===== src/cft_pkg.sv =====
package cft_pkg;

   //////////////////////////////////////////////////
   //
   // Word and address geometry
   //
   //////////////////////////////////////////////////

   localparam int DATA_W    = 16;            // Data word and instruction width
   localparam int OPCODE_W  = 4;             // Opcode field at the top of the word
   localparam int ADDR_W    = 12;            // Operand field and memory address
   localparam int MEM_WORDS = 4096;          // One full 12-bit page

   //////////////////////////////////////////////////
   //
   // Output port flow control
   //
   //////////////////////////////////////////////////

   localparam int OUT_CREDITS = 2;                       // Credits held after reset
   localparam int CREDIT_W    = $clog2(OUT_CREDITS + 1); // Counter width for 0..OUT_CREDITS

   //////////////////////////////////////////////////
   //
   // Instruction set
   //
   //////////////////////////////////////////////////

   // Codes 11 to 15 are not defined and stop the machine like op_hlt
   typedef enum logic [OPCODE_W-1:0] {
      op_hlt = 4'd0,                         // Stop
      op_ldi = 4'd1,                         // AC = zero-extended operand
      op_lda = 4'd2,                         // AC = mem[operand]
      op_sta = 4'd3,                         // mem[operand] = AC
      op_add = 4'd4,                         // AC = AC + mem[operand] with wrap
      op_and = 4'd5,                         // AC = AC & mem[operand]
      op_not = 4'd6,                         // AC = ~AC
      op_jmp = 4'd7,                         // PC = operand
      op_jz  = 4'd8,                         // Jump if AC is zero
      op_jn  = 4'd9,                         // Jump if AC[15] set
      op_out = 4'd10                         // AC to output port
   } opcode_e;

   //////////////////////////////////////////////////
   //
   // Sequencer states
   //
   //////////////////////////////////////////////////

   typedef enum logic [2:0] {
      st_halt,                               // Idle while the front panel owns memory
      st_fetch,                              // PC on the address bus
      st_decode,                             // Word arrives, latch IR, bump PC
      st_exec,                               // Act on the opcode
      st_mem,                                // Operand data cycle
      st_out                                 // Wait for an output credit
   } ctl_state_e;

endpackage

===== src/card_alu.sv =====
`timescale 1ns/100ps

module card_alu (
   input  logic [cft_pkg::DATA_W-1:0] ir,
   input  logic [cft_pkg::DATA_W-1:0] ac,
   input  logic [cft_pkg::DATA_W-1:0] mem_rdata,   // Operand data
   output logic [cft_pkg::DATA_W-1:0] alu_result,
   output logic                       ac_zero,
   output logic                       ac_neg
);

   cft_pkg::opcode_e op;

   assign op = cft_pkg::opcode_e'(ir[cft_pkg::DATA_W-1 -: cft_pkg::OPCODE_W]);

   //////////////////////////////////////////////////
   //
   // Result select
   //
   //////////////////////////////////////////////////

   always_comb begin
      case (op)
         cft_pkg::op_ldi: begin
            alu_result = {{(cft_pkg::DATA_W - cft_pkg::ADDR_W){1'b0}},
                          ir[cft_pkg::ADDR_W-1:0]};    // Zero-extended immediate
         end
         cft_pkg::op_lda: alu_result = mem_rdata;
         cft_pkg::op_add: alu_result = ac + mem_rdata; // Carry dropped
         cft_pkg::op_and: alu_result = ac & mem_rdata;
         cft_pkg::op_not: alu_result = ~ac;
         default:         alu_result = ac;             // Not loaded by others
      endcase
   end

   //////////////////////////////////////////////////
   //
   // Branch conditions
   //
   //////////////////////////////////////////////////

   assign ac_zero = (ac == '0);
   assign ac_neg  = ac[cft_pkg::DATA_W-1];             // Sign bit

endmodule


===== config.mk =====
export PLATFORM = sky130hd
export DESIGN_NAME = card_alu
export DESIGN_NICKNAME = d
export VERILOG_FILES = /design/src/cft_pkg.sv /design/src/card_alu.sv
export SDC_FILE = /design/constraint.sdc
export NUM_CORES = 1
export LEC_CHECK = 0
export BUFFER_PORTS_ARGS = -buffer_cell sky130_fd_sc_hd__buf_2
export CAP_MARGIN = 20
export CELL_PAD_IN_SITES_DETAIL_PLACEMENT = 1
export CELL_PAD_IN_SITES_GLOBAL_PLACEMENT = 1
export CORE_MARGIN = 1
export CORE_UTILIZATION = 31
export DETAILED_ROUTE_END_ITERATION = 10
export GPL_TIMING_DRIVEN = 0
export PLACE_DENSITY = 0.8
export SYNTH_ARGS = -nofsm -noshare
export SYNTH_HDL_FRONTEND = slang
export SYNTH_SLANG_ARGS = --single-unit

===== constraint.sdc =====
create_clock -name vclk -period 2.9
set_input_delay 0.58 -clock vclk [all_inputs]
set_output_delay 0.58 -clock vclk [all_outputs]
set_load 0.005 [all_outputs]

==> qor.yml <==
drt_drc_violations_left: 0
yosysSeqAreaShare: 0
max_cap_viol_count: 0
grt_pass1_wl_mm: 13.0
hold_violations: 0
cp_max_fo: 9
hold_end: "ac_neg"
synthMuxAreaShare: 0.0429
yosys-top-cells-area: "ha_1, a21oi_1, o21ai_0"
path_delay_family: "simple AND/OR/NAND/NOR gates"
ant_nets: 0
layout_common_cells: "buf_2, nor2_1, a21oi_1"
initial_core_util: 0.321
synthAdderAreaFrac: 0.135
start_kind: "primary input"
synthesis.nets: 323
slew_headroom: 0.523
firstDrtPassIters: 5
drt-initial-drc-count: 224
synthCells: 258
grtUsageTotal: 0.307
synth_cell_types: 48
dp_hpwl_mm: 5.78
critical_path_buf_inv_count: 2
peakVddDrop_v: 0.0000903
critPathCaptureType: "primary output"
stdcell_count: 411
min_period_over_period: 1.03
grt_antenna_before_repair: 0
synth_top_area_frac: 0.123
worstPathRequired_ns: 2.32
die_w_um: 74.5
nFillCells: 694
pwr_density_cell_nw_per_um2: 213
fp.coreArea_um2: 5070
overflow: 0
wl_mm: 9.16
whs_ns: 1.49
layout_commonest_cell: "buf_2"
clkbuf_count: 0
layout.nets: 408
seq_area_um2: 0
synth_xor_area_frac: 0.0537
synth.largest_area_cell: "ha_1"
synth_warnings: 0
slew_viol_final: 0
multi_input_comb_area_um2: 1800
min_path_cells: 3
cp.arrival_ns: 2.40
place.gp.congestion: 0.929
p_leak_nw: 1.05
seq_cells: 0
num_rows: 26
grt_max_degree: 11
grt_pass1_vias: 2540
die-area_um2: 5560
syn_area_per_cell_um2: 6.32
synth_top_family_by_area: "compound AO/OA/AOI/OAI gates"
finalCriticalPeriod_ns: 2.98
post-route-util: 0.498
dp.cells: 394
synth_compound_area_frac: 0.437
drive_gt1_frac: 0.402
finalSetupViolCount: 2
slowest_delay_ns: 0.37
synthSimpleGateAreaFrac: 0.271
via_count: 2667
hold_class: "primary input to primary output"
path_class: "primary input to primary output"
p_total_mw: 0.538
fmax_ghz: 0.335
grt_setup_unrepaired: "yes"
worstPathCellList: "buf_6, nor2b_1, and2_2, nand2_1, o2111a_1, and2_1, a211oi_2, buf_2"
pin_count: 66
slowest_stage: "and2_2"
violations: "setup timing"
fp.dieH_um: 74.5
hold_start: "ac[15]"
io_buffers: 65
worstMarginPinSlew_ns: 0.715
hold_buffers: 0
outcome: "finished, violations left"
synth_area_um2: 1630
setup_ws_ns: -0.0839
area_growth_pct: 54.8
antenna_cells: 0
vias_per_cell: 6.49
post_drt_wl_per_cell_um: 22.3
-- synth_stat cells, types with 6 or more instances --
cell type and count:
o21ai_0 24, inv_1 6, nand2_1 26, mux2i_1 7, xnor2_1 8, nand3_1 8, a22oi_1 8, clkbuf_1 9
ha_1 16, o22ai_1 8, a21oi_1 32, nor2_1 29
-- cells by family after synthesis --
kind of cell               Yosys count
buffers and inverters               21
muxes                                7
xor gates and xnor gates            10
adders and majority gates           17
and+or+nand+nor                     92
AOI/OAI and AO/OA                  111
-- layer usage --
layer / routed length [um] / global-route usage / vias up
li1: - / - / 1166
met1: 3810 / 0.375 / 1301
met2: 4490 / 0.552 / 170
met3: 615 / 0.0285 / 30
met4: 241 / 0.122 / 0
met5: 0 / 0 / -
-- through the flow --
step / instance area [um^2] / setup TNS, ns / worst slack, ns
floorplan: 1640 / 0 / 0.0138
global placement: 2050 / -4.80 / -0.529
detailed placement: 2060 / -3.04 / -0.529
CTS: 2330 / -0.0661 / -0.0661
global route: 2530 / -0.514 / -0.138
finish: 2530 / -0.155 / -0.0839
-- worst max path at each step --
stage	startpoint	to	slack, ns	depth (start not counted)
finish	ir[12]	alu_result[10]	-0.08	8
global route	mem_rdata[0]	alu_result[14]	-0.14	10
CTS	ac[0]	alu_result[14]	-0.07	10
detailed placement	ac[1]	alu_result[11]	-0.53	9
global placement	ac[1]	alu_result[11]	-0.53	9
floorplan	ac[0]	alu_result[14]	0.01	8
-- layout make-up --
| class | instances | share of cell area |
|---|---|---|
| Inverter | 6 | 0.00892 |
| Tap cell | 70 | 0.0347 |
| Timing Repair Buffer | 88 | 0.221 |
| Buffer | 10 | 0.0228 |
| Multi-Input combinational cell | 237 | 0.713 |
-- power by group --
part / switching (mW) / leakage [nW] / internal (mW)
sequential: 0 / 0 / 0
clock: 0 / 0 / 0
combinational: 0.295 / 1.05 / 0.243
-- repair_timing --
item | CTS | global route
setup endpoints to repair | 11 | 12
resized for setup | 41 | 41
pin swaps | 17 | 10
buffers inserted | 17 | 7
Note: power is estimated with default switching activity, not from simulation.
