--- src/cft_pkg.sv ---
package cft_pkg;

   //////////////////////////////////////////////////
   //
   // Word and address geometry
   //
   //////////////////////////////////////////////////

   localparam int DATA_W    = 16;            // Data word and instruction width
   localparam int OPCODE_W  = 4;             // Opcode field at the top of the word
   localparam int ADDR_W    = 12;            // Operand field and memory address
   localparam int MEM_WORDS = 4096;          // One full 12-bit page

   //////////////////////////////////////////////////
   //
   // Output port flow control
   //
   //////////////////////////////////////////////////

   localparam int OUT_CREDITS = 2;                       // Credits held after reset
   localparam int CREDIT_W    = $clog2(OUT_CREDITS + 1); // Counter width for 0..OUT_CREDITS

   //////////////////////////////////////////////////
   //
   // Instruction set
   //
   //////////////////////////////////////////////////

   // Codes 11 to 15 are not defined and stop the machine like op_hlt
   typedef enum logic [OPCODE_W-1:0] {
      op_hlt = 4'd0,                         // Stop
      op_ldi = 4'd1,                         // AC = zero-extended operand
      op_lda = 4'd2,                         // AC = mem[operand]
      op_sta = 4'd3,                         // mem[operand] = AC
      op_add = 4'd4,                         // AC = AC + mem[operand] with wrap
      op_and = 4'd5,                         // AC = AC & mem[operand]
      op_not = 4'd6,                         // AC = ~AC
      op_jmp = 4'd7,                         // PC = operand
      op_jz  = 4'd8,                         // Jump if AC is zero
      op_jn  = 4'd9,                         // Jump if AC[15] set
      op_out = 4'd10                         // AC to output port
   } opcode_e;

   //////////////////////////////////////////////////
   //
   // Sequencer states
   //
   //////////////////////////////////////////////////

   typedef enum logic [2:0] {
      st_halt,                               // Idle while the front panel owns memory
      st_fetch,                              // PC on the address bus
      st_decode,                             // Word arrives, latch IR, bump PC
      st_exec,                               // Act on the opcode
      st_mem,                                // Operand data cycle
      st_out                                 // Wait for an output credit
   } ctl_state_e;

endpackage
--- src/card_reg.sv ---
`timescale 1ns/100ps

module card_reg (
   input  logic                       clk,
   input  logic                       arst_n,
   input  logic                       pc_load,     // Jump target from IR
   input  logic                       pc_inc,
   input  logic                       pc_clear,
   input  logic                       ir_load,
   input  logic                       ac_load,
   input  logic                       ac_clear,
   input  logic [cft_pkg::DATA_W-1:0] mem_rdata,
   input  logic [cft_pkg::DATA_W-1:0] alu_result,
   output logic [cft_pkg::ADDR_W-1:0] pc,
   output logic [cft_pkg::DATA_W-1:0] ir,
   output logic [cft_pkg::DATA_W-1:0] ac
);

   //////////////////////////////////////////////////
   //
   // Program counter
   //
   //////////////////////////////////////////////////

   always_ff @(posedge clk or negedge arst_n) begin
      if (!arst_n) begin
         pc <= '0;
      end else if (pc_clear) begin
         pc <= '0;                                    // Start of a run
      end else if (pc_load) begin
         pc <= ir[cft_pkg::ADDR_W-1:0];               // Operand field
      end else if (pc_inc) begin
         pc <= pc + cft_pkg::ADDR_W'(1);              // Wraps at 4096
      end
   end

   //////////////////////////////////////////////////
   //
   // Instruction register
   //
   //////////////////////////////////////////////////

   always_ff @(posedge clk) begin
      if (ir_load) begin
         ir <= mem_rdata;                             // Word read in fetch
      end
   end

   //////////////////////////////////////////////////
   //
   // Accumulator
   //
   //////////////////////////////////////////////////

   always_ff @(posedge clk or negedge arst_n) begin
      if (!arst_n) begin
         ac <= '0;
      end else if (ac_clear) begin
         ac <= '0;                                    // Fresh AC per run
      end else if (ac_load) begin
         ac <= alu_result;
      end
   end

   // Jumps land in exec, increments in decode
   a_pc_one_src: assert property (@(posedge clk) disable iff (!arst_n)
      !(pc_load && pc_inc));

endmodule

--- config.mk ---
export PLATFORM = sky130hd
export DESIGN_NAME = card_reg
export DESIGN_NICKNAME = d
export VERILOG_FILES = /design/src/cft_pkg.sv /design/src/card_reg.sv
export SDC_FILE = /design/constraint.sdc
export NUM_CORES = 1
export LEC_CHECK = 0
export BUFFER_PORTS_ARGS = -buffer_cell sky130_fd_sc_hd__buf_4
export CAP_MARGIN = 30
export CORE_MARGIN = 2
export CORE_UTILIZATION = 40
export DETAILED_ROUTE_END_ITERATION = 8
export HOLD_SLACK_MARGIN = 0.12
export PLACE_DENSITY = 0.8
export SYNTH_ARGS = -nofsm -noshare
export SYNTH_HDL_FRONTEND = slang
export SYNTH_SLANG_ARGS = --single-unit
--- constraint.sdc ---
create_clock -name clk -period 1.7 [get_ports clk]
set_input_delay 0.17 -clock clk [delete_from_list [all_inputs] [get_ports clk]]
set_output_delay 0.17 -clock clk [all_outputs]
set_load 0.02 [all_outputs]
==> out/qor.csv, run 1 <==
metric,value,unit
dpl cells,278,
hold_sp,alu_result[11],
CP Launch Type,register,
n_diodes,0,
row count,24,
PnR worst setup slack,130.1,ps
DRC errors left,0,
"area leader, netlist",dfrtp_1,
H-Tree Depth,2,
Vias per Instance,5.076,
"Reg clk slew, reported paths",80,ps
endpoints failing hold,0,
WL/cell,14.40,um
syn nets,189,
unrepaired setup endpoints after global routing,no,
"Slowest-stage cell, CP",or4_2,
largest family of logic cells by synthesized area,simple AND/OR/NAND/NOR gates,
core area,0.004414,mm^2
# setup viols final,0,
Place WS,100.3,ps
crit-path cells,nand3_4 > or4_2 > o311a_1,
chip height,71.93,um
Final Util,63.29,%
simple-gate share of the synthesized area,15.25,%
Max Clock Skew,5.880,ps
GR Overflow Total,0,
Synth top area share,37.97,%
Tcrit/Tclk final,92.35,%
CP bufs+invs,0,
CP startpoint,pc[2],
Area contributors post-synth,"dfrtp_1 (38%), edfxtp_1 (26%), mux2i_1 (8.7%)",
Post-CTS Setup Bufs,0,
reg2reg setup slack,130,ps
CP peak stage delay,690,ps
Synth Area per Inst,12.47,um^2
placed wire-length estimate,3125,um
first-pass iteration count of the detailed router,4,
Hold WS,127.2,ps
antenna-violating nets left,0,
GR Util All Layers,18.19,%
Die Width,71.93,um
initial core utilization,41.81,%
leakage,1.285,nW
Ys Warns,0,
Synth-to-Final Area Change,51.39,%
number of flops mapped to enable cells by yosys,16,
Tightest Pin Transition,483.0,ps
crit path kind,register to register,
Buffers on Ports,83,
vias in the first global route,1627,
total power,2.378,mW
"Top FF cell, synth",dfrtp_1,
Final Max Slew Viols,0,
die area,0.005173,mm^2
mux contribution to synthesized area,9.288,%
data required time of the worst path,1870,ps
Slew headroom,67.60,%
Worst-Skew Late Latency,290,ps
WP data arrival,1740,ps
min Tclk post-route,1570,ps
Max-Cap Viols,0,
"Cell Area, Placed",0.002520,mm^2
"top cells by count, synth","dfrtp_1 (28), nor2_1 (25), edfxtp_1 (16), mux2i_1 (16), nand2_1 (8)",
most numerous cell in the Yosys netlist,dfrtp_1,
Inserted Clock Buffers,5,
Fmax,637.0,MHz
antenna violations before repair,0,
setup TNS,0,ps
ys async rst share,63.64,%
sequential share of the synthesized area,64.00,%
first-pass GRT wire length,7238,um
family with the most delay on the worst path,simple AND/OR/NAND/NOR gates,
routability cong.,0.8521,
Worst Hold Class,primary input to register,
CTS sink count,44,
Layout Cells excl Fill,303,
initial DRC count,36,
outcome,"finished, final reports clean",
vias,1538,
Netlist cell types,30,
Adder-Cell Fraction of Synth Area,0.6780,%
Peak VDD IR,0.6614,mV
power per cell area,851.3,mW/mm^2
xor/xnor cell area share of the yosys netlist,1.898,%
Cells after Synth,148,
Final Net Count,291,
FF-to-FF Start,pc[2],
crit-path max FO,10,
Root Driver,clkbuf_8,
WL final,4363,um
Mapped Area,0.001846,mm^2
CTS tree,yes,
#FFs+latches synth,44,
Ports,84,
share of cells above drive strength 1,39.04,%
largest net degree at the start of global routing,29,
CTS Buffer Depth,2,
Compound-Gate Fraction of Synth Area,7.119,%
post-route cell area,0.002794,mm^2
Crit. End Element,register,
-- worst min-delay path: cells and delay by family --
| kind | cells | cell delay (ps) |
|---|---|---|
| buffers and inverters | 1 | 80 |
| and+or+nand+nor | 1 | 80 |
| muxes | 1 | 50 |
-- power by group --
part / leakage, nW / switching (mW) / internal, mW
sequential: 0.524 / 0.0558 / 1.18
clock: 0.0515 / 0.326 / 0.371
combinational: 0.709 / 0.228 / 0.221
total: 1.29 / 0.610 / 1.77
-- path summary, 6_finish.rpt --
kind	end	cells after the start
setup / recovery	pc[11]	3
hold / removal	ac[11]	3
setup reg to reg	pc[11]	3
hold reg to reg	ac[6]	2
max in group asynchronous	pc[0]	2
min in group asynchronous	ac[11]	2
-- area by class of cell --
cell class | count | area [um^2]
clock buffers | 8 | 100.1
fillers | 352 | 1620
inverters | 1 | 3.754
multi-input cells | 96 | 634.4
flip-flops and latches | 44 | 1182
well taps | 52 | 65.06
repair buffers | 102 | 808.3
-- placed cells by master (no fill, tap or decap) --
cell type / count
a211oi_1: 4
a21oi_1: 2
a311oi_1: 5
buf_4: 85
clkbuf_1: 1
clkbuf_8: 7
clkinv_1: 1
dfrtp_1: 27
dfrtp_2: 1
dlygate4sd3_1: 17
edfxtp_1: 16
ha_2: 1
mux2_2: 1
mux2i_1: 16
nand2_1: 8
nand3_1: 4
nand3_4: 1
nand3b_1: 1
nand4_1: 4
nand4b_1: 1
nor2_1: 25
nor2b_1: 1
nor3_1: 3
o211ai_1: 1
o21ai_0: 3
o311a_1: 1
o31ai_1: 2
or3_1: 3
or3_2: 1
or4_1: 3
or4_2: 1
xor2_1: 4
-- state kept, by name, summed over array words and instances, names as in the netlist --
signal  count
ir         16
pc         12
ac         16
-- logic make-up after synthesis --
logic type | after synthesis
multiplexers | 17
adder cells (fa/ha/maj) | 1
AND/OR/NAND/NOR | 56
flip-flops | 44
XOR/XNOR | 4
buffers and inverters | 8
AO/OA/AOI/OAI | 18
-- per-layer routing --
| metal | vias to the layer above | track usage (%) | share of wire [%] |
|---|---|---|---|
| li1 | 750 | - | - |
| met1 | 703 | 20.39 | 40 |
| met2 | 80 | 31.17 | 47 |
| met3 | 5 | 8.194 | 11 |
| met4 | 0 | 5.660 | 1.0 |
| met5 | - | 0 | 0 |
-- repair_timing --
action / CTS / global route
endpoints found under the hold margin: 44 / 0
gates resized for setup: 0 / 2
setup endpoints to repair: 0 / 2
hold buffers: 17 / 0
(Power assumes the default switching activity.)
==> run 2: changes to the inputs <==
==> constraint.sdc (replaced) <==
create_clock -name clk -period 1.8 [get_ports clk]
set_input_delay 0.18 -clock clk [delete_from_list [all_inputs] [get_ports clk]]
set_output_delay 0.18 -clock clk [all_outputs]
set_load 0.1 [all_outputs]
==> out/qor.csv, run 2 (synthesis results as in run 1) <==
metric,value,unit,change
Slew headroom,68.82,%,+1.2 points
total power,2.632,mW,+11%
initial DRC count,25,,-31%
CTS Buffer Depth,2,,unchanged
Final Max Slew Viols,0,,unchanged
CP peak stage delay,680,ps,about the same
Final Util,63.32,%,about the same
"Slowest-stage cell, CP",or4_2,,
vias in the first global route,1510,,-7.2%
"Cell Area, Placed",0.002535,mm^2,+0.60%
Crit. End Element,register,,
Tightest Pin Transition,464.8,ps,-18.13 ps
most frequent cells in the layout,"buf_4 (83), nor2_1 (25), dlygate4sd3_1 (17)",,
Worst Hold Class,primary input to register,,
first-pass GRT wire length,7065,um,-2.4%
Place WS,216.1,ps,+115.9 ps
Fmax,629.6,MHz,-1.2%
vias,1514,,-1.6%
leakage,1.256,nW,-2.3%
family with the most delay on the worst path,simple AND/OR/NAND/NOR gates,,
unrepaired setup endpoints after global routing,no,,
outcome,"finished, final reports clean",,
Die Width,71.93,um,unchanged
CP bufs+invs,0,,unchanged
n_diodes,0,,unchanged
Vias per Instance,5.030,,-0.91%
die area,0.005173,mm^2,unchanged
min Tclk post-route,1588,ps,+18.44 ps
crit path kind,register to register,,
biggest registers after layout,"ac x16, ir x16, pc x12",,
"commonest non-fill, non-tap cell in the layout",buf_4,,
CTS sink count,44,,unchanged
routability cong.,0.8931,,+4.8%
endpoints failing hold,0,,unchanged
WL/cell,14.44,um,+0.25%
Buffers on Ports,83,,unchanged
post-route cell area,0.002795,mm^2,about the same
CP Launch Type,register,,
# setup viols final,0,,unchanged
H-Tree Depth,2,,unchanged
Inserted Clock Buffers,5,,unchanged
WL final,4345,um,-0.41%
GR Util All Layers,17.87,%,-0.32 points
Max Clock Skew,6.612,ps,+0.7320 ps
Tcrit/Tclk final,88.24,%,-4.1 points
Worst-Skew Late Latency,290,ps,about the same
chip height,71.93,um,unchanged
PnR worst setup slack,211.7,ps,+81.56 ps
crit-path max FO,7,,-3
Ports,84,,unchanged
GR Overflow Total,0,,unchanged
Max-Cap Viols,0,,unchanged
first-pass iteration count of the detailed router,4,,unchanged
Peak VDD IR,0.5592,mV,-15%
Final Net Count,289,,-0.69%
DRC errors left,0,,unchanged
placed wire-length estimate,3139,um,+0.44%
WP data arrival,1770,ps,+30 ps
share of cells above drive strength 1,42.17,%,+3.1 points
CTS tree,yes,,
"Reg clk slew, reported paths",70,ps,about the same
antenna-violating nets left,0,,unchanged
row count,24,,unchanged
Root Driver,clkbuf_8,,
antenna violations before repair,0,,unchanged
post-CTS sizing,0,,unchanged
Synth-to-Final Area Change,51.46,%,about the same
data required time of the worst path,1980,ps,+110 ps
largest net degree at the start of global routing,29,,unchanged
core area,0.004414,mm^2,unchanged
setup TNS,0,ps,unchanged
initial core utilization,41.81,%,unchanged
crit-path cells,nand4_1 > or4_2 > o311a_1,,
power per cell area,941.6,mW/mm^2,+11%
run 2: changes by cell type in the layout (fill, tap and decap cells not counted), sizes merged:
cell	delta
buf	-2
run 2: final cells by class:
class	count	area, um^2
Fill cell	366	1619
Inverter	1	3.754
Clock buffer	8	90.09
Sequential cell	44	1211
Timing Repair Buffer	100	793.3
Multi-Input combinational cell	96	631.9
Tap cell	52	65.06
run 2: metrics by stage:
step           hold WS, ps  std cells
2_1_floorplan       -115.6        148
3_3_place_gp         107.0        276
3_5_place_dp         116.9        276
4_1_cts              134.0        301
5_1_grt              147.3        301
6_report             134.0        301
run 2: power breakdown:
group / switching (mW) / internal (mW) / total [mW]
Sequential: 0.0543 / 1.12 / 1.17
Combinational: 0.631 / 0.209 / 0.840
Clock: 0.305 / 0.313 / 0.618
run 2: path summary, 6_finish.rpt:
| kind | start | end | slack (ps) | cells past startpoint |
|---|---|---|---|---|
| worst max-delay path | pc[4] | pc[11] | 210 | 3 |
| worst min-delay path | alu_result[14] | ac[14] | 130 | 3 |
| worst max register to register | pc[4] | pc[11] | 210 | 3 |
| worst min register to register | ac[14] | ac[14] | 520 | 2 |
| max in group asynchronous | arst_n | pc[7] | 1180 | 2 |
| min in group asynchronous | arst_n | ac[14] | 330 | 2 |
run 2: per-layer routing:
layer / global-route usage [%] / share of wire [%] / vias up
li1: - / - / 744
met4: 7.128 / 1.7 / 0
met3: 5.556 / 10 / 8
met1: 22.63 / 42 / 682
met2: 28.81 / 46 / 80
met5: 0 / 0 / -
run 2: worst min-delay path, cell delays in order:
cell and delay, ps:
buf_4 80, mux2i_1 60, nor2_1 70
run 2: timing repair:
action,CTS,global route
hold endpoints to repair,44,0
setup buffers,0,0
hold buffers,17,0
==> run 3: changes to the inputs <==
Settings changed: ABC_CLOCK_PERIOD_IN_PS set to 1800, CORE_MARGIN 2 to not set, MAX_ROUTING_LAYER set to met4.
==> out/qor.csv, run 3 (synthesis results as in run 1) <==
metric,value,unit,change
outcome,"finished, final reports clean",,
Max Clock Skew,8.201,ps,+1.589 ps
Die Width,69.93,um,-2.8%
WP data arrival,1790,ps,+20 ps
core area,0.004384,mm^2,-0.68%
routability cong.,0.8455,,-5.3%
worst hold endpoint,ac[10],,
CTS Buffer Depth,2,,unchanged
Post-CTS Setup Bufs,0,,unchanged
unrepaired setup endpoints after global routing,no,,
placed wire-length estimate,2980,um,-5.1%
"commonest non-fill, non-tap cell in the layout",buf_4,,
Worst-Skew Late Latency,290,ps,about the same
Root Driver,clkbuf_8,,
FF-to-FF Start,pc[4],,
GR Util All Layers,19.58,%,+1.7 points
first-pass iteration count of the detailed router,4,,unchanged
Max-Cap Viols,0,,unchanged
Synth-to-Final Area Change,52.41,%,
share of cells above drive strength 1,42.57,%,+0.40 points
WL/cell,14.26,um,-1.2%
CTS tree,yes,,
antenna violations before repair,0,,unchanged
Ports,84,,unchanged
min Tclk post-route,1616,ps,+27.53 ps
biggest registers after layout,"ac x16, ir x16, pc x12",,
WL final,4292,um,-1.2%
data required time of the worst path,1970,ps,about the same
largest net degree at the start of global routing,29,,unchanged
post-route cell area,0.002813,mm^2,+0.63%
Tcrit/Tclk final,89.77,%,+1.5 points
Crit. End Element,register,,
Reg2Reg Depth,3,,unchanged
setup TNS,0,ps,unchanged
r2r endpoint,pc[11],,
die area,0.004890,mm^2,-5.5%
H-Tree Depth,2,,unchanged
CP Launch Type,register,,
"Cell Area, Placed",0.002535,mm^2,unchanged
Final Max Slew Viols,0,,unchanged
CTS sink count,44,,unchanged
WHS Path Cells,3,,unchanged
initial DRC count,57,,+130%
power per cell area,972.5,mW/mm^2,+3.3%
Vias per Instance,5.040,,+0.20%
"Reg clk slew, reported paths",80,ps,about the same
Peak VDD IR,0.7281,mV,+30%
crit-path max FO,7,,unchanged
vias,1517,,+0.20%
Fmax,618.9,MHz,-1.7%
most frequent cells in the layout,"buf_4 (83), nor2_1 (25), dlygate4sd3_1 (17)",,
first-pass GRT wire length,7251,um,+2.6%
leakage,1.266,nW,+0.77%
antenna-violating nets left,0,,unchanged
crit path kind,register to register,,
GR Overflow Total,0,,unchanged
Final Net Count,289,,unchanged
row count,24,,unchanged
vias in the first global route,1604,,+6.2%
endpoints failing hold,0,,unchanged
Worst Hold Class,primary input to register,,
n_diodes,0,,unchanged
Buffers on Ports,83,,unchanged
Slew headroom,70.13,%,+1.3 points
hold_sp,alu_result[10],,
DRC errors left,0,,unchanged
reg2reg setup slack,180,ps,-30 ps
chip height,69.93,um,-2.8%
# setup viols final,0,,unchanged
initial core utilization,42.09,%,+0.29 points
Inserted Clock Buffers,5,,unchanged
Tightest Pin Transition,445.3,ps,-19.53 ps
Hold WS,128.6,ps,-5.366 ps
[run 3: cell types whose count changed in the layout (fill, tap and decap cells not counted), sizes merged]
cell,change
clkinv,+1
bufinv,+1
clkbuf,-2
[run 3: what timing repair did]
item,in CTS,in global routing
resized for setup,0,0
hold endpoints to repair,44,0
hold buffers,17,0
[run 3: how the worst max path moves through the flow]
stage,slack (ps),depth (start not counted),start,end
after floorplan,-10,3,pc[3],pc[11]
after global placement,250,3,pc[4],pc[11]
after detailed placement,190,3,pc[4],pc[11]
after CTS,180,3,pc[4],pc[11]
after global routing,120,3,pc[4],pc[11]
final,180,3,pc[4],pc[11]
[run 3: critical path, stage by stage (launching register included)]
cell	delay [ps]
dfrtp_4	460
nand4_1	210
or4_2	700
o311a_1	130
[run 3: metrics by stage]
step,cells,util (%),power (mW),setup slack [ps]
floorplan,148,-,1.782,-11.18
global placement,276,57.82,1.995,248.2
detailed placement,276,57.82,2.005,194.7
CTS,301,64.16,2.759,179.9
global route,301,64.16,2.840,115.4
finish,301,64.16,2.735,184.1
[run 3: cell type report]
class	instances	area (um^2)
clock buffer	6	72.57
tap	52	65.06
fill	360	1572
clock inverter	2	35.03
sequential	44	1211
multi-input combinational	96	631.9
inverter	1	3.754
timing repair buffer	100	793.3
[run 3: per-layer routing]
layer | global-route usage, % | vias to the layer above | share of wire (%)
li1 | - | 740 | -
met1 | 22.30 | 691 | 41
met2 | 31.30 | 80 | 48
met3 | 6.782 | 6 | 10
met4 | 8.667 | 0 | 1.3
met5 | - | - | 0
[run 3: power breakdown]
| part | switching [mW] | internal [mW] | total (mW) |
|---|---|---|---|
| Clock | 0.312 | 0.412 | 0.723 |
| Sequential | 0.0540 | 1.12 | 1.17 |
| Combinational | 0.630 | 0.209 | 0.839 |
| Total | 0.996 | 1.74 | 2.74 |
