<file path="config.mk">
export PLATFORM = sky130hd
export DESIGN_NAME = card_bus
export DESIGN_NICKNAME = d
export VERILOG_FILES = /design/src/cft_pkg.sv /design/src/card_bus.sv
export SDC_FILE = /design/constraint.sdc
export NUM_CORES = 1
export LEC_CHECK = 0
export CORE_AREA = 2 2 39 41
export CTS_CLUSTER_SIZE = 20
export DETAILED_ROUTE_END_ITERATION = 8
export DIE_AREA = 0 0 41 43
export DONT_BUFFER_PORTS = 1
export MAX_ROUTING_LAYER = met4
export PLACE_DENSITY = 0.42
export SLEW_MARGIN = 10
export SYNTH_ARGS = -nofsm -noshare
export SYNTH_HDL_FRONTEND = slang
export SYNTH_SLANG_ARGS = --single-unit
</file>
<file path="constraint.sdc">
create_clock -name clk -period 2.35 [get_ports clk]
set_clock_uncertainty 0.1 [all_clocks]
set_input_delay 0.235 -clock clk [delete_from_list [all_inputs] [get_ports clk]]
set_output_delay 0.235 -clock clk [all_outputs]
set_load 0.05 [all_outputs]
</file>
<file path="src/cft_pkg.sv">
package cft_pkg;

   //////////////////////////////////////////////////
   //
   // Word and address geometry
   //
   //////////////////////////////////////////////////

   localparam int DATA_W    = 16;            // Data word and instruction width
   localparam int OPCODE_W  = 4;             // Opcode field at the top of the word
   localparam int ADDR_W    = 12;            // Operand field and memory address
   localparam int MEM_WORDS = 4096;          // One full 12-bit page

   //////////////////////////////////////////////////
   //
   // Output port flow control
   //
   //////////////////////////////////////////////////

   localparam int OUT_CREDITS = 2;                       // Credits held after reset
   localparam int CREDIT_W    = $clog2(OUT_CREDITS + 1); // Counter width for 0..OUT_CREDITS

   //////////////////////////////////////////////////
   //
   // Instruction set
   //
   //////////////////////////////////////////////////

   // Codes 11 to 15 are not defined and stop the machine like op_hlt
   typedef enum logic [OPCODE_W-1:0] {
      op_hlt = 4'd0,                         // Stop
      op_ldi = 4'd1,                         // AC = zero-extended operand
      op_lda = 4'd2,                         // AC = mem[operand]
      op_sta = 4'd3,                         // mem[operand] = AC
      op_add = 4'd4,                         // AC = AC + mem[operand] with wrap
      op_and = 4'd5,                         // AC = AC & mem[operand]
      op_not = 4'd6,                         // AC = ~AC
      op_jmp = 4'd7,                         // PC = operand
      op_jz  = 4'd8,                         // Jump if AC is zero
      op_jn  = 4'd9,                         // Jump if AC[15] set
      op_out = 4'd10                         // AC to output port
   } opcode_e;

   //////////////////////////////////////////////////
   //
   // Sequencer states
   //
   //////////////////////////////////////////////////

   typedef enum logic [2:0] {
      st_halt,                               // Idle while the front panel owns memory
      st_fetch,                              // PC on the address bus
      st_decode,                             // Word arrives, latch IR, bump PC
      st_exec,                               // Act on the opcode
      st_mem,                                // Operand data cycle
      st_out                                 // Wait for an output credit
   } ctl_state_e;

endpackage
</file>
<file path="src/card_bus.sv">
`timescale 1ns/100ps

module card_bus (
   input  logic                       clk,
   input  logic                       arst_n,
   input  logic                       addr_sel,   // 0 selects PC
   input  logic [cft_pkg::ADDR_W-1:0] pc,
   input  logic [cft_pkg::DATA_W-1:0] ir,
   input  logic                       out_req,
   input  logic [cft_pkg::DATA_W-1:0] ac,
   input  logic                       out_credit, // One credit back
   output logic [cft_pkg::ADDR_W-1:0] mem_addr,
   output logic                       out_ready,
   output logic                       out_sent,
   output logic                       out_valid,
   output logic [cft_pkg::DATA_W-1:0] out_data
);

   logic [cft_pkg::CREDIT_W-1:0] credit_cnt;

   //////////////////////////////////////////////////
   //
   // Address mux
   //
   //////////////////////////////////////////////////

   assign mem_addr = addr_sel ? ir[cft_pkg::ADDR_W-1:0] : pc;

   //////////////////////////////////////////////////
   //
   // Output port
   //
   //////////////////////////////////////////////////

   assign out_ready = (credit_cnt != '0);             // Room at the receiver
   assign out_valid = out_req && out_ready;           // One cycle per word
   assign out_sent  = out_valid;
   assign out_data  = ac;

   always_ff @(posedge clk or negedge arst_n) begin
      if (!arst_n) begin
         credit_cnt <= cft_pkg::CREDIT_W'(cft_pkg::OUT_CREDITS);
      end else begin
         case ({out_valid, out_credit})
            2'b10:   credit_cnt <= credit_cnt - cft_pkg::CREDIT_W'(1); // Spend
            2'b01:   credit_cnt <= credit_cnt + cft_pkg::CREDIT_W'(1); // Return
            default: credit_cnt <= credit_cnt;        // Both or none cancel
         endcase
      end
   end

   // Receiver never hands back more than it got
   a_cnt_max: assert property (@(posedge clk) disable iff (!arst_n)
      credit_cnt <= cft_pkg::OUT_CREDITS);

   a_no_send_dry: assert property (@(posedge clk) disable iff (!arst_n)
      out_valid |-> (credit_cnt != '0));

endmodule

</file>
==> results of run 1 <==
==> power by group through the flow <==
stage / registers (mW) / logic, mW / clock network [mW]
after floorplan: 0.0727 / 0.300 / 0
after global routing: 0.0790 / 0.261 / 0.0924
final: 0.0763 / 0.247 / 0.0874
after global placement: 0.0741 / 0.244 / 0
after detailed placement: 0.0762 / 0.247 / 0
after CTS: 0.0761 / 0.249 / 0.0888
==> critical path, stage by stage (launching register included) <==
cell,delay (ns)
dfstp_2,0.52
or2_1,0.11
nand2_1,0.07
inv_1,0.05
buf_4,0.28
==> kinds of logic (layout without fill, tap and decap cells) <==
family                     after synthesis  in the layout  share of synthesized area (%)
xor gates and xnor gates                 3              3                           6.27
adders and majority gates                1              1                           2.98
buffers and inverters                   19              8                           34.0
DFF                                      2              2                           12.2
muxes                                   12             12                           41.2
and+or+nand+nor                          3              3                           3.28
==> layout make-up <==
| cell class | count | share of cell area, % |
|---|---|---|
| timing repair buffer | 3 | 7.12 |
| multi-input combinational | 19 | 64.1 |
| inverter | 1 | 1.07 |
| sequential | 2 | 14.6 |
| clock buffer | 4 | 7.47 |
| tap | 16 | 5.69 |
==> routing by layer <==
metal  global-route usage [%]  vias up  part of all wire [%]
met2                     22.5       41                    56
met4                     8.00        0                   1.9
met5                        -        -                     0
met1                     7.07      104                    23
met3                     7.85        6                    18
li1                         -       93                     -
==> stage by stage <==
| stage | cell area [sq um] | util, % | hold WS, ns | total power, mW |
|---|---|---|---|---|
| global route | 352 | 25.4 | 0.145 | 0.433 |
| detailed placement | 315 | 22.8 | -0.161 | 0.323 |
| floorplan | 419 | - | -0.161 | 0.373 |
| CTS | 352 | 25.4 | 0.131 | 0.414 |
| finish | 352 | 25.4 | 0.141 | 0.411 |
| global placement | 315 | 22.8 | -0.161 | 0.318 |
==> repair_timing <==
| item | 4_1_cts | 5_1_grt |
|---|---|---|
| hold buffers | 1 | 0 |
| endpoints found under the setup margin | 0 | 0 |
| resized for setup | 0 | 0 |
| buffers inserted | 0 | 0 |
| hold endpoints to repair | 2 | 0 |
==> worst max path at each step <==
| stage | endpoint | cells past startpoint |
|---|---|---|
| after floorplan | out_valid | 4 |
| after global placement | credit_cnt[1] | 5 |
| after detailed placement | credit_cnt[1] | 6 |
| after CTS | out_sent | 4 |
| after global routing | out_valid | 4 |
| final | out_sent | 4 |
==> layout by cell type, fill, tap and decap left out, drive strengths merged <==
cell	netlist	routed
buf	18	2
clkbuf	0	4
dfrtp	1	1
dfstp	1	1
dlygate4sd3	0	1
ha	1	1
inv	1	1
mux2	12	12
nand2	1	1
nor2	1	1
or2	1	1
xnor2	1	1
xor2	2	2
==> summary.md, run 1 <==
| Metric | Value |
|---|---|
| Cells after DPL | 40 |
| Fmax | approximately 0.62 GHz |
| Critical Path Source Type | flip-flop |
| Antenna cells | 0 |
| CTS Sinks | 2 |
| Tcrit/Tclk final | about two thirds |
| PortBufs | 0 |
| Async SR Flop Fraction | 100% |
| Biggest register | credit_cnt |
| FF-to-FF Start | credit_cnt[1] |
| Count of pins over their slew limit | 0 |
| Layout Nets | 80 |
| Reg2reg setup slack | 0.85 ns |
| Global-route wire length before repair | 1320 microns |
| Vias in the first global route | ~250 |
| Primary FF master, synth | dfstp_2 |
| Final WS setup | 0.748 ns |
| DR vias/cell | 5.42 |
| Leak Pwr | ~0.17 nW |
| Site Rows | 14 |
| Combinational share of power | 60.1% |
| Core area | 1380 sq um |
| Synth Cell Area | between 400 and 500 sq um |
| Avg Synthesized Cell Area | 10.5 sq um |
| Num CTS Buffers | 3 |
| RSZ-0062 raised after global routing | no |
| Kind of critical path | flip-flop to output pin |
| #FFs+latches synth | 2 |
| Initial detailed-routing violation count | 1 |
| Layout cells sized above 1 | 62.1% |
| Die width | between 40 and 50 microns |
| Fillers | 143 |
| Synth top area share | a little over a third |
| Antenna-violating nets left | 0 |
| Vias | about 240 |
| Setup TNS Final | 0 ns |
| Worst-path maximum fanout | 2 |
| Largest net degree at the start of global routing | 13 |
| Reg area | 51.3 sq um |
| DRC viols | 0 |
| Sequential power share | 18.6% |
| Power share of the clock group | 21.3% |
| Largest registers | credit_cnt (2) |
| Max-cap violations | 0 |
| Multi-input logic area | 225 sq um |
| P_int | about 0.2 mW |
| Count leader, synth | buf_4 |
| Cells after Synth | 40 |
| Final Wtd Congestion | 0.543 |
| Avg WL per Cell | ~24 microns |
| Outcome | finished, final reports clean |
| Sequential area share after synthesis | 12.2% |
| VDD IR max | 0.570 mV |
| Initial antenna violation count | 0 |
| Library cells used by synthesis | 13 |
| Chip height | between 40 and 50 microns |
| Largest cells by area after synthesis | mux2_4 36%, buf_4 30%, dfstp_2 6.3%, dfrtp_1 6.0%, mux2_2 5.4% |
| CTS tree | yes |
| Crit path DAT | 1.27 ns |
| DP Worst Slack | between 0.8 and 0.9 ns |
| Synthesis-to-finish area growth | -16.1% |
| Reg-to-Reg End | credit_cnt[1] |
| Crit end category | output pin |
| Grt total ovfl | 0 |
| CP Launch Point | credit_cnt[1] |
| Ys Warns | 0 |
| Worst-Skew Late Latency | 0.23 ns |
| Clock transition at path regs | 0.03 ns |
| Synth area leader | mux2_4 |
| Final Critical Period | between 1.5 and 2 ns |
| Final hold vios | 0 |
| Initial Utilization | between 30 and 40% |
| Worst EP required | a little over 2 ns |
| Longest Clk Path Bufs | 2 |
| Htree depth | 1 |
| Setup violators final | 0 |
| Max reg flops | 2 |
| Relative slew slack | ~80% |
| EDFF count, synth | 0 |
| 1st-pass router iterations | 2 |
| Layout Cells excl Fill | 45 |
| Io pins | 80 |
| Hold crit path type | primary input to async pin |
| PwrDens | 1170 nW/um^2 |
| NetSw | 0.210 mW |
| Total GRT Usage | 12.4% |
| CTS Root Cell | clkbuf_4 |
| Die area | between 1500 and 2000 sq um |
| Sw frac | 51.0% |
| Worst Tran Pin Value | between 0.2 and 0.3 ns |
| Syn nets | 90 |
| Worst Reg-to-Reg Cells | 6 |
| Final WL | 1070 microns |
| Post-synth top cells | 17 x buf_4, 10 x mux2_4, 2 x mux2_2, 2 x xor2_1 |
(Power assumes the default switching activity.)
==> run 2, diff against run 1 <==
--- a/config.mk
+++ b/config.mk
@@ -11,7 +11,7 @@
 export DIE_AREA = 0 0 41 43
 export DONT_BUFFER_PORTS = 1
 export MAX_ROUTING_LAYER = met4
-export PLACE_DENSITY = 0.42
+export PLACE_DENSITY = 0.44
 export SLEW_MARGIN = 10
 export SYNTH_ARGS = -nofsm -noshare
 export SYNTH_HDL_FRONTEND = slang
==> constraint.sdc (replaced) <==
create_clock -name clk -period 1.3 [get_ports clk]
set_clock_uncertainty 0.1 [all_clocks]
set_input_delay 0.13 -clock clk [delete_from_list [all_inputs] [get_ports clk]]
set_output_delay 0.13 -clock clk [all_outputs]
set_load 0.05 [all_outputs]
==> run 2 against run 1 <==
The run now ends with setup timing left. Sequential share of layout area decreased by 3.1 points. Routed wire length decreased by 3.4%. Cell count increased by 13%. Critical path type unchanged.
==> summary.md, run 2 (same netlist as run 1, synthesis figures left out) <==
| Metric | Value |
|---|---|
| Outcome | finished with violations |
| Violations in the final reports | setup timing |
| Avg WL per Cell | 20.2 microns |
| Layout Cells excl Fill | a little over 50 |
| Final WL | around 1000 microns |
| Worst path bufs/invs | 3 |
| Global-route wire length before repair | 1410 microns |
| Critical Path Source Type | flip-flop |
| Die width | 41 microns |
| Kind of critical path | flip-flop to output pin |
| Antenna cells | 0 |
| PwrDens | approximately 2200 nW/um^2 |
| Synthesis-to-finish area growth | 6.27% |
| Core area | approximately 1400 sq um |
| RSZ-0062 raised after global routing | yes |
| Longest Clk Path Bufs | 2 |
| Io pins | 80 |
| Most frequent cells in the layout | 10 x mux2_4, 4 x buf_4, 3 x clkbuf_4 |
| Final Critical Period | between 1 and 1.5 ns |
| Initial detailed-routing violation count | 3 |
| Layout cells sized above 1 | 80.0% |
| Count of pins over their slew limit | 0 |
| Final WS setup | -0.193 ns |
| Max reg flops | 2 |
| Slowest-stage cell, CP | dfrtp_1 |
| Leak Pwr | 0.208 nW |
| Tcrit/Tclk final | 115% |
| Worst-path maximum fanout | 2 |
| Clock transition at path regs | roughly 0.030 ns |
| Relative slew slack | between 80% and 90% |
| Final hold vios | 0 |
| Max-cap violations | 0 |
| Setup violators final | 4 |
| CTS Sinks | 2 |
| 1st-pass router iterations | 4 |
| Hold crit path type | primary input to flip-flop |
| Vias | 272 |
| CTS tree | yes |
| Chip height | 43 microns |
| Cells after DPL | 44 |
| Cells along the critical path | or2_4 -> nand2_4 -> buf_6 -> clkinvlp_4 -> buf_8 |
| Initial Utilization | 30.3% |
| Layout Nets | 86 |
| Hold_ws | ~0.012 ns |
| Grt total ovfl | 0 |
| Worst EP required | 1.07 ns |
| Final Wtd Congestion | 0.723 |
| DP Worst Slack | -0.135 ns |
| Crit end category | output pin |
| Largest net degree at the start of global routing | 13 |
| CTS Root Cell | clkbuf_4 |
| Total GRT Usage | 12.6% |
| DRC viols | 0 |
| Crit path DAT | 1.26 ns |
| Setup TNS Final | -0.554 ns |
| Largest registers | credit_cnt (2) |
| Worst-Skew Late Latency | 0.23 ns |
| Worst Tran Pin Value | 0.268 ns |
| DR vias/cell | 5.33 |
| Commonest non-fill, non-tap cell in the layout | mux2_4 |
| Die area | 1760 sq um |
| Antenna-violating nets left | 0 |
| VDD IR max | 0.412 mV |
| Num CTS Buffers | 3 |
| CP top delay family | flip-flops |
| PortBufs | 0 |
| Util after Layout | 32.2% |
| Biggest register | credit_cnt |
| Vias in the first global route | 338 |
| Htree depth | 1 |
| Fmax | 0.670 GHz |
| Slowest stage delay, CP | 0.37 ns |
| Site Rows | 14 |
| Initial antenna violation count | 0 |
==> run 2: changes by cell type in the layout (fill, tap and decap cells not counted) <==
cell,delta
buf_4,+2
buf_6,+2
buf_8,+2
clkinvlp_4,+1
ha_1,-1
ha_4,+1
inv_1,-1
nand2_1,-1
nand2_4,+1
or2_1,-1
or2_4,+1
==> run 2: stage by stage <==
| step | total power [mW] | instance area [sq um] |
|---|---|---|
| finish | 0.961 | 445 |
| global route | 1.01 | 445 |
| CTS | 0.943 | 434 |
| detailed placement | 0.712 | 372 |
| global placement | 0.696 | 372 |
| floorplan | 0.739 | 453 |
==> run 2: final timing paths <==
| check | cells past startpoint | slack (ns) | end | from |
|---|---|---|---|---|
| max in group asynchronous | 1 | 0.84 | credit_cnt[1] | arst_n |
| min in group asynchronous | 1 | 0.04 | credit_cnt[0] | arst_n |
| worst min register to register | 2 | 0.52 | credit_cnt[1] | credit_cnt[1] |
| worst max-delay path | 5 | -0.19 | out_sent | credit_cnt[0] |
| worst max register to register | 6 | -0.13 | credit_cnt[1] | credit_cnt[1] |
| worst min-delay path | 2 | 0.01 | credit_cnt[0] | out_credit |
==> run 2: final cells by class <==
type | instances | area [sq um]
clock buffers | 4 | 26.3
fillers | 143 | 938
inverters | 1 | 7.51
multi-input cells | 19 | 248
flip-flops and latches | 2 | 51.3
well taps | 16 | 20.0
repair buffers | 9 | 92.6
==> run 2: per-layer routing <==
metal / vias to the layer above / part of all wire, % / global-route usage (%)
li1: 103 / - / -
met1: 117 / 22 / 7.69
met2: 52 / 57 / 21.6
met3: 0 / 21 / 9.42
met4: 0 / 0 / 8.00
met5: - / 0 / -
==> run 2: worst reg2reg max path: cells and delay by family (launching register included) <==
kind	cells	cell delay (ns)
fa+ha+maj	1	0.15
xor+xnor	2	0.30
simple gates	3	0.28
flops	1	0.52
==> run 2: what timing repair did <==
| item | CTS | global route |
|---|---|---|
| buffers inserted | 1 | 1 |
| resized for setup | 5 | 1 |
| hold buffers | 1 | 0 |
| pin swaps | 2 | 1 |
| endpoints found under the setup margin | 3 | 4 |
| endpoints found under the hold margin | 2 | 0 |
==> run 2: power by group <==
part / internal, mW / switching [mW] / total (mW) / leakage (nW)
Sequential: 0.110 / 0.0166 / 0.126 / 0.0222
Combinational: 0.309 / 0.375 / 0.684 / 0.171
Clock: 0.114 / 0.0364 / 0.150 / 0.0150
==> run 3, diff against run 2 <==
--- a/config.mk
+++ b/config.mk
@@ -6,12 +6,13 @@
 export NUM_CORES = 1
 export LEC_CHECK = 0
 export CORE_AREA = 2 2 39 41
+export CTS_BUF_LIST = sky130_fd_sc_hd__clkbuf_16
 export CTS_CLUSTER_SIZE = 20
 export DETAILED_ROUTE_END_ITERATION = 8
 export DIE_AREA = 0 0 41 43
 export DONT_BUFFER_PORTS = 1
 export MAX_ROUTING_LAYER = met4
-export PLACE_DENSITY = 0.44
+export PLACE_DENSITY = 0.42
 export SLEW_MARGIN = 10
 export SYNTH_ARGS = -nofsm -noshare
 export SYNTH_HDL_FRONTEND = slang
==> constraint.sdc (replaced) <==
create_clock -name clk -period 1.9 [get_ports clk]
set_clock_uncertainty 0.1 [all_clocks]
set_input_delay 0.19 -clock clk [delete_from_list [all_inputs] [get_ports clk]]
set_output_delay 0.19 -clock clk [all_outputs]
set_load 0.05 [all_outputs]
==> run 3 against run 2 <==
The flow now finishes without violations. Routed wire length up 7.0%. Non-clock buffer count down 7. Clock power rose by 110%. Register-to-register slack improved by 0.41 ns. Worst setup slack better by 0.41 ns. Critical path depth is 1 lower. Power down 25%. Sequential power is 24% lower. Hold slack gained 0.095 ns. First-iteration DRC count fell by 100%. Via count shrank 18%. Critical endpoint unchanged.
==> summary.md, run 3 (same netlist as run 1, synthesis figures left out) <==
| Metric | Value |
|---|---|
| Sw frac | about two fifths |
| Reg area | 51.3 sq um |
| 1st-pass router iterations | 1 |
| Avg WL per Cell | 25.1 microns |
| Setup violators final | 0 |
| Largest net degree at the start of global routing | 13 |
| Io pins | 80 |
| Reg2reg setup slack | 0.28 ns |
| Crit end category | output pin |
| Cells along the critical path | or2_4 -> nand2_1 -> inv_1 -> buf_4 |
| Total GRT Usage | 11.5% |
| Leak Pwr | slightly below 0.2 nW |
| DP Area | 310 sq um |
| CTS tree | yes |
| PwrDens | 1790 nW/um^2 |
| Synthesis-to-finish area growth | -4.78% |
| Worst path bufs/invs | 2 |
| DRC viols | 0 |
| Final WL | ~1100 microns |
| Initial Utilization | 30.3% |
| Num CTS Buffers | 3 |
| Worst-path maximum fanout | 2 |
| Final hold vios | 0 |
| Slowest stage delay, CP | approximately 0.53 ns |
| Quantity of gates resized following cts | 0 |
| Chip height | 43 microns |
| Final Critical Period | 1.68 ns |
| PortBufs | 0 |
| Layout Cells excl Fill | 44 |
| Die area | 1760 sq um |
| Max-cap violations | 0 |
| Global-route wire length before repair | about 1300 microns |
| CTS Root Cell | clkbuf_16 |
| Worst-Skew Late Latency | 0.22 ns |
| Biggest register | credit_cnt |
| Layout Nets | between 70 and 80 |
| Busiest grt layer | met2 |
| Clock transition at path regs | ~0.030 ns |
| RSZ-0062 raised after global routing | no |
| CTS Sinks | 2 |
| Grt total ovfl | 0 |
| Crit path DAT | about 1.4 ns |
| Layout cells sized above 1 | 64.3% |
| Post CTS Setup Buffer Count | 0 |
| Multi-input logic area | 228 sq um |
| Antenna-violating nets left | 0 |
| M2 GR Usage | 22.8% |
| NetSw | ~0.28 mW |
| Worst EP required | between 1.5 and 2 ns |
| Kind of critical path | flip-flop to output pin |
| Relative slew slack | 81.5% |
| Initial antenna violation count | 0 |
| Sequential power share | between 10% and 20% |
| Longest Clk Path Bufs | 2 |
| Max reg flops | 2 |
| Vias | 223 |
| Worst Tran Pin Value | 0.280 ns |
| P_int | 0.438 mW |
| DP Worst Slack | 0.286 ns |
| Vias in the first global route | 231 |
| Fillers | 141 |
| Slowest-stage cell, CP | dfstp_2 |
| Met3 usage | 3.66% |
| Cells after DPL | 39 |
| Combinational share of power | 42.0% |
| Count of pins over their slew limit | 0 |
| Initial detailed-routing violation count | 0 |
| CP top delay family | flip-flops |
| Final WS setup | about 0.22 ns |
| Outcome | finished, final reports clean |
| DR vias/cell | 5.07 |
| Core area | around 1400 sq um |
| Die width | 41 microns |
| Fmax | 0.594 GHz |
| Commonest non-fill, non-tap cell in the layout | mux2_4 |
| Largest registers | credit_cnt (2) |
| Tcrit/Tclk final | between 80 and 90% |
| Most frequent cells in the layout | 10 x mux2_4, 3 x clkbuf_16, 2 x inv_1, 2 x mux2_2, 2 x xor2_1 |
| VDD IR max | 0.840 mV |
| Site Rows | 14 |
| Hold crit path type | primary input to async pin |
| Htree depth | 1 |
| Hold Buf Count CTS | 1 |
| Critical Path Source Type | flip-flop |
| Power share of the clock group | 44.7% |
| Antenna cells | 0 |
| Met1 Usage GRT | 8.39% |
| Final Cell Area | 399 sq um |
| Final Wtd Congestion | between 0.4 and 0.5 |
| Setup TNS Final | 0 ns |
[run 3: changes by cell type in the layout (fill, tap and decap cells not counted), sizes merged]
cell,previous run,this run
buf,8,1
inv,0,2
clkbuf,4,3
clkinvlp,1,0
[run 3: final timing paths]
kind / startpoint / endpoint / cells past startpoint
worst min-delay path: arst_n / credit_cnt[0] / 1
min in group clk: out_credit / credit_cnt[0] / 2
worst max register to register: credit_cnt[1] / credit_cnt[1] / 6
worst min register to register: credit_cnt[0] / credit_cnt[0] / 1
max in group asynchronous: arst_n / credit_cnt[1] / 1
worst max-delay path: credit_cnt[1] / out_sent / 4
[run 3: metal layers]
metal	vias up	share of wire, %
li1	90	-
met1	94	21
met2	39	57
met3	0	22
met4	0	0
met5	-	0
[run 3: stage by stage]
step / total power [mW] / hold slack (ns) / utilization, %
6_report: 0.716 / 0.107 / 28.8
5_1_grt: 0.752 / 0.106 / 28.8
4_1_cts: 0.724 / 0.0986 / 28.8
3_5_place_dp: 0.396 / -0.206 / 22.4
3_3_place_gp: 0.388 / -0.206 / 22.4
2_1_floorplan: 0.473 / -0.206 / -
[run 3: layout make-up]
type	count	area share (%)
clock buffers	3	18.8
clock inverters	1	0.940
inverters	1	0.940
multi-input cells	19	57.1
flip-flops and latches	2	12.9
well taps	16	5.02
repair buffers	2	4.39
[run 3: power groups by stage]
stage          combinational (mW)  sequential [mW]  clock, mW
4_1_cts                     0.304           0.0960      0.324
2_1_floorplan               0.381           0.0917          0
3_3_place_gp                0.295           0.0936          0
3_5_place_dp                0.300           0.0962          0
5_1_grt                     0.319            0.101      0.331
6_report                    0.301           0.0952      0.320
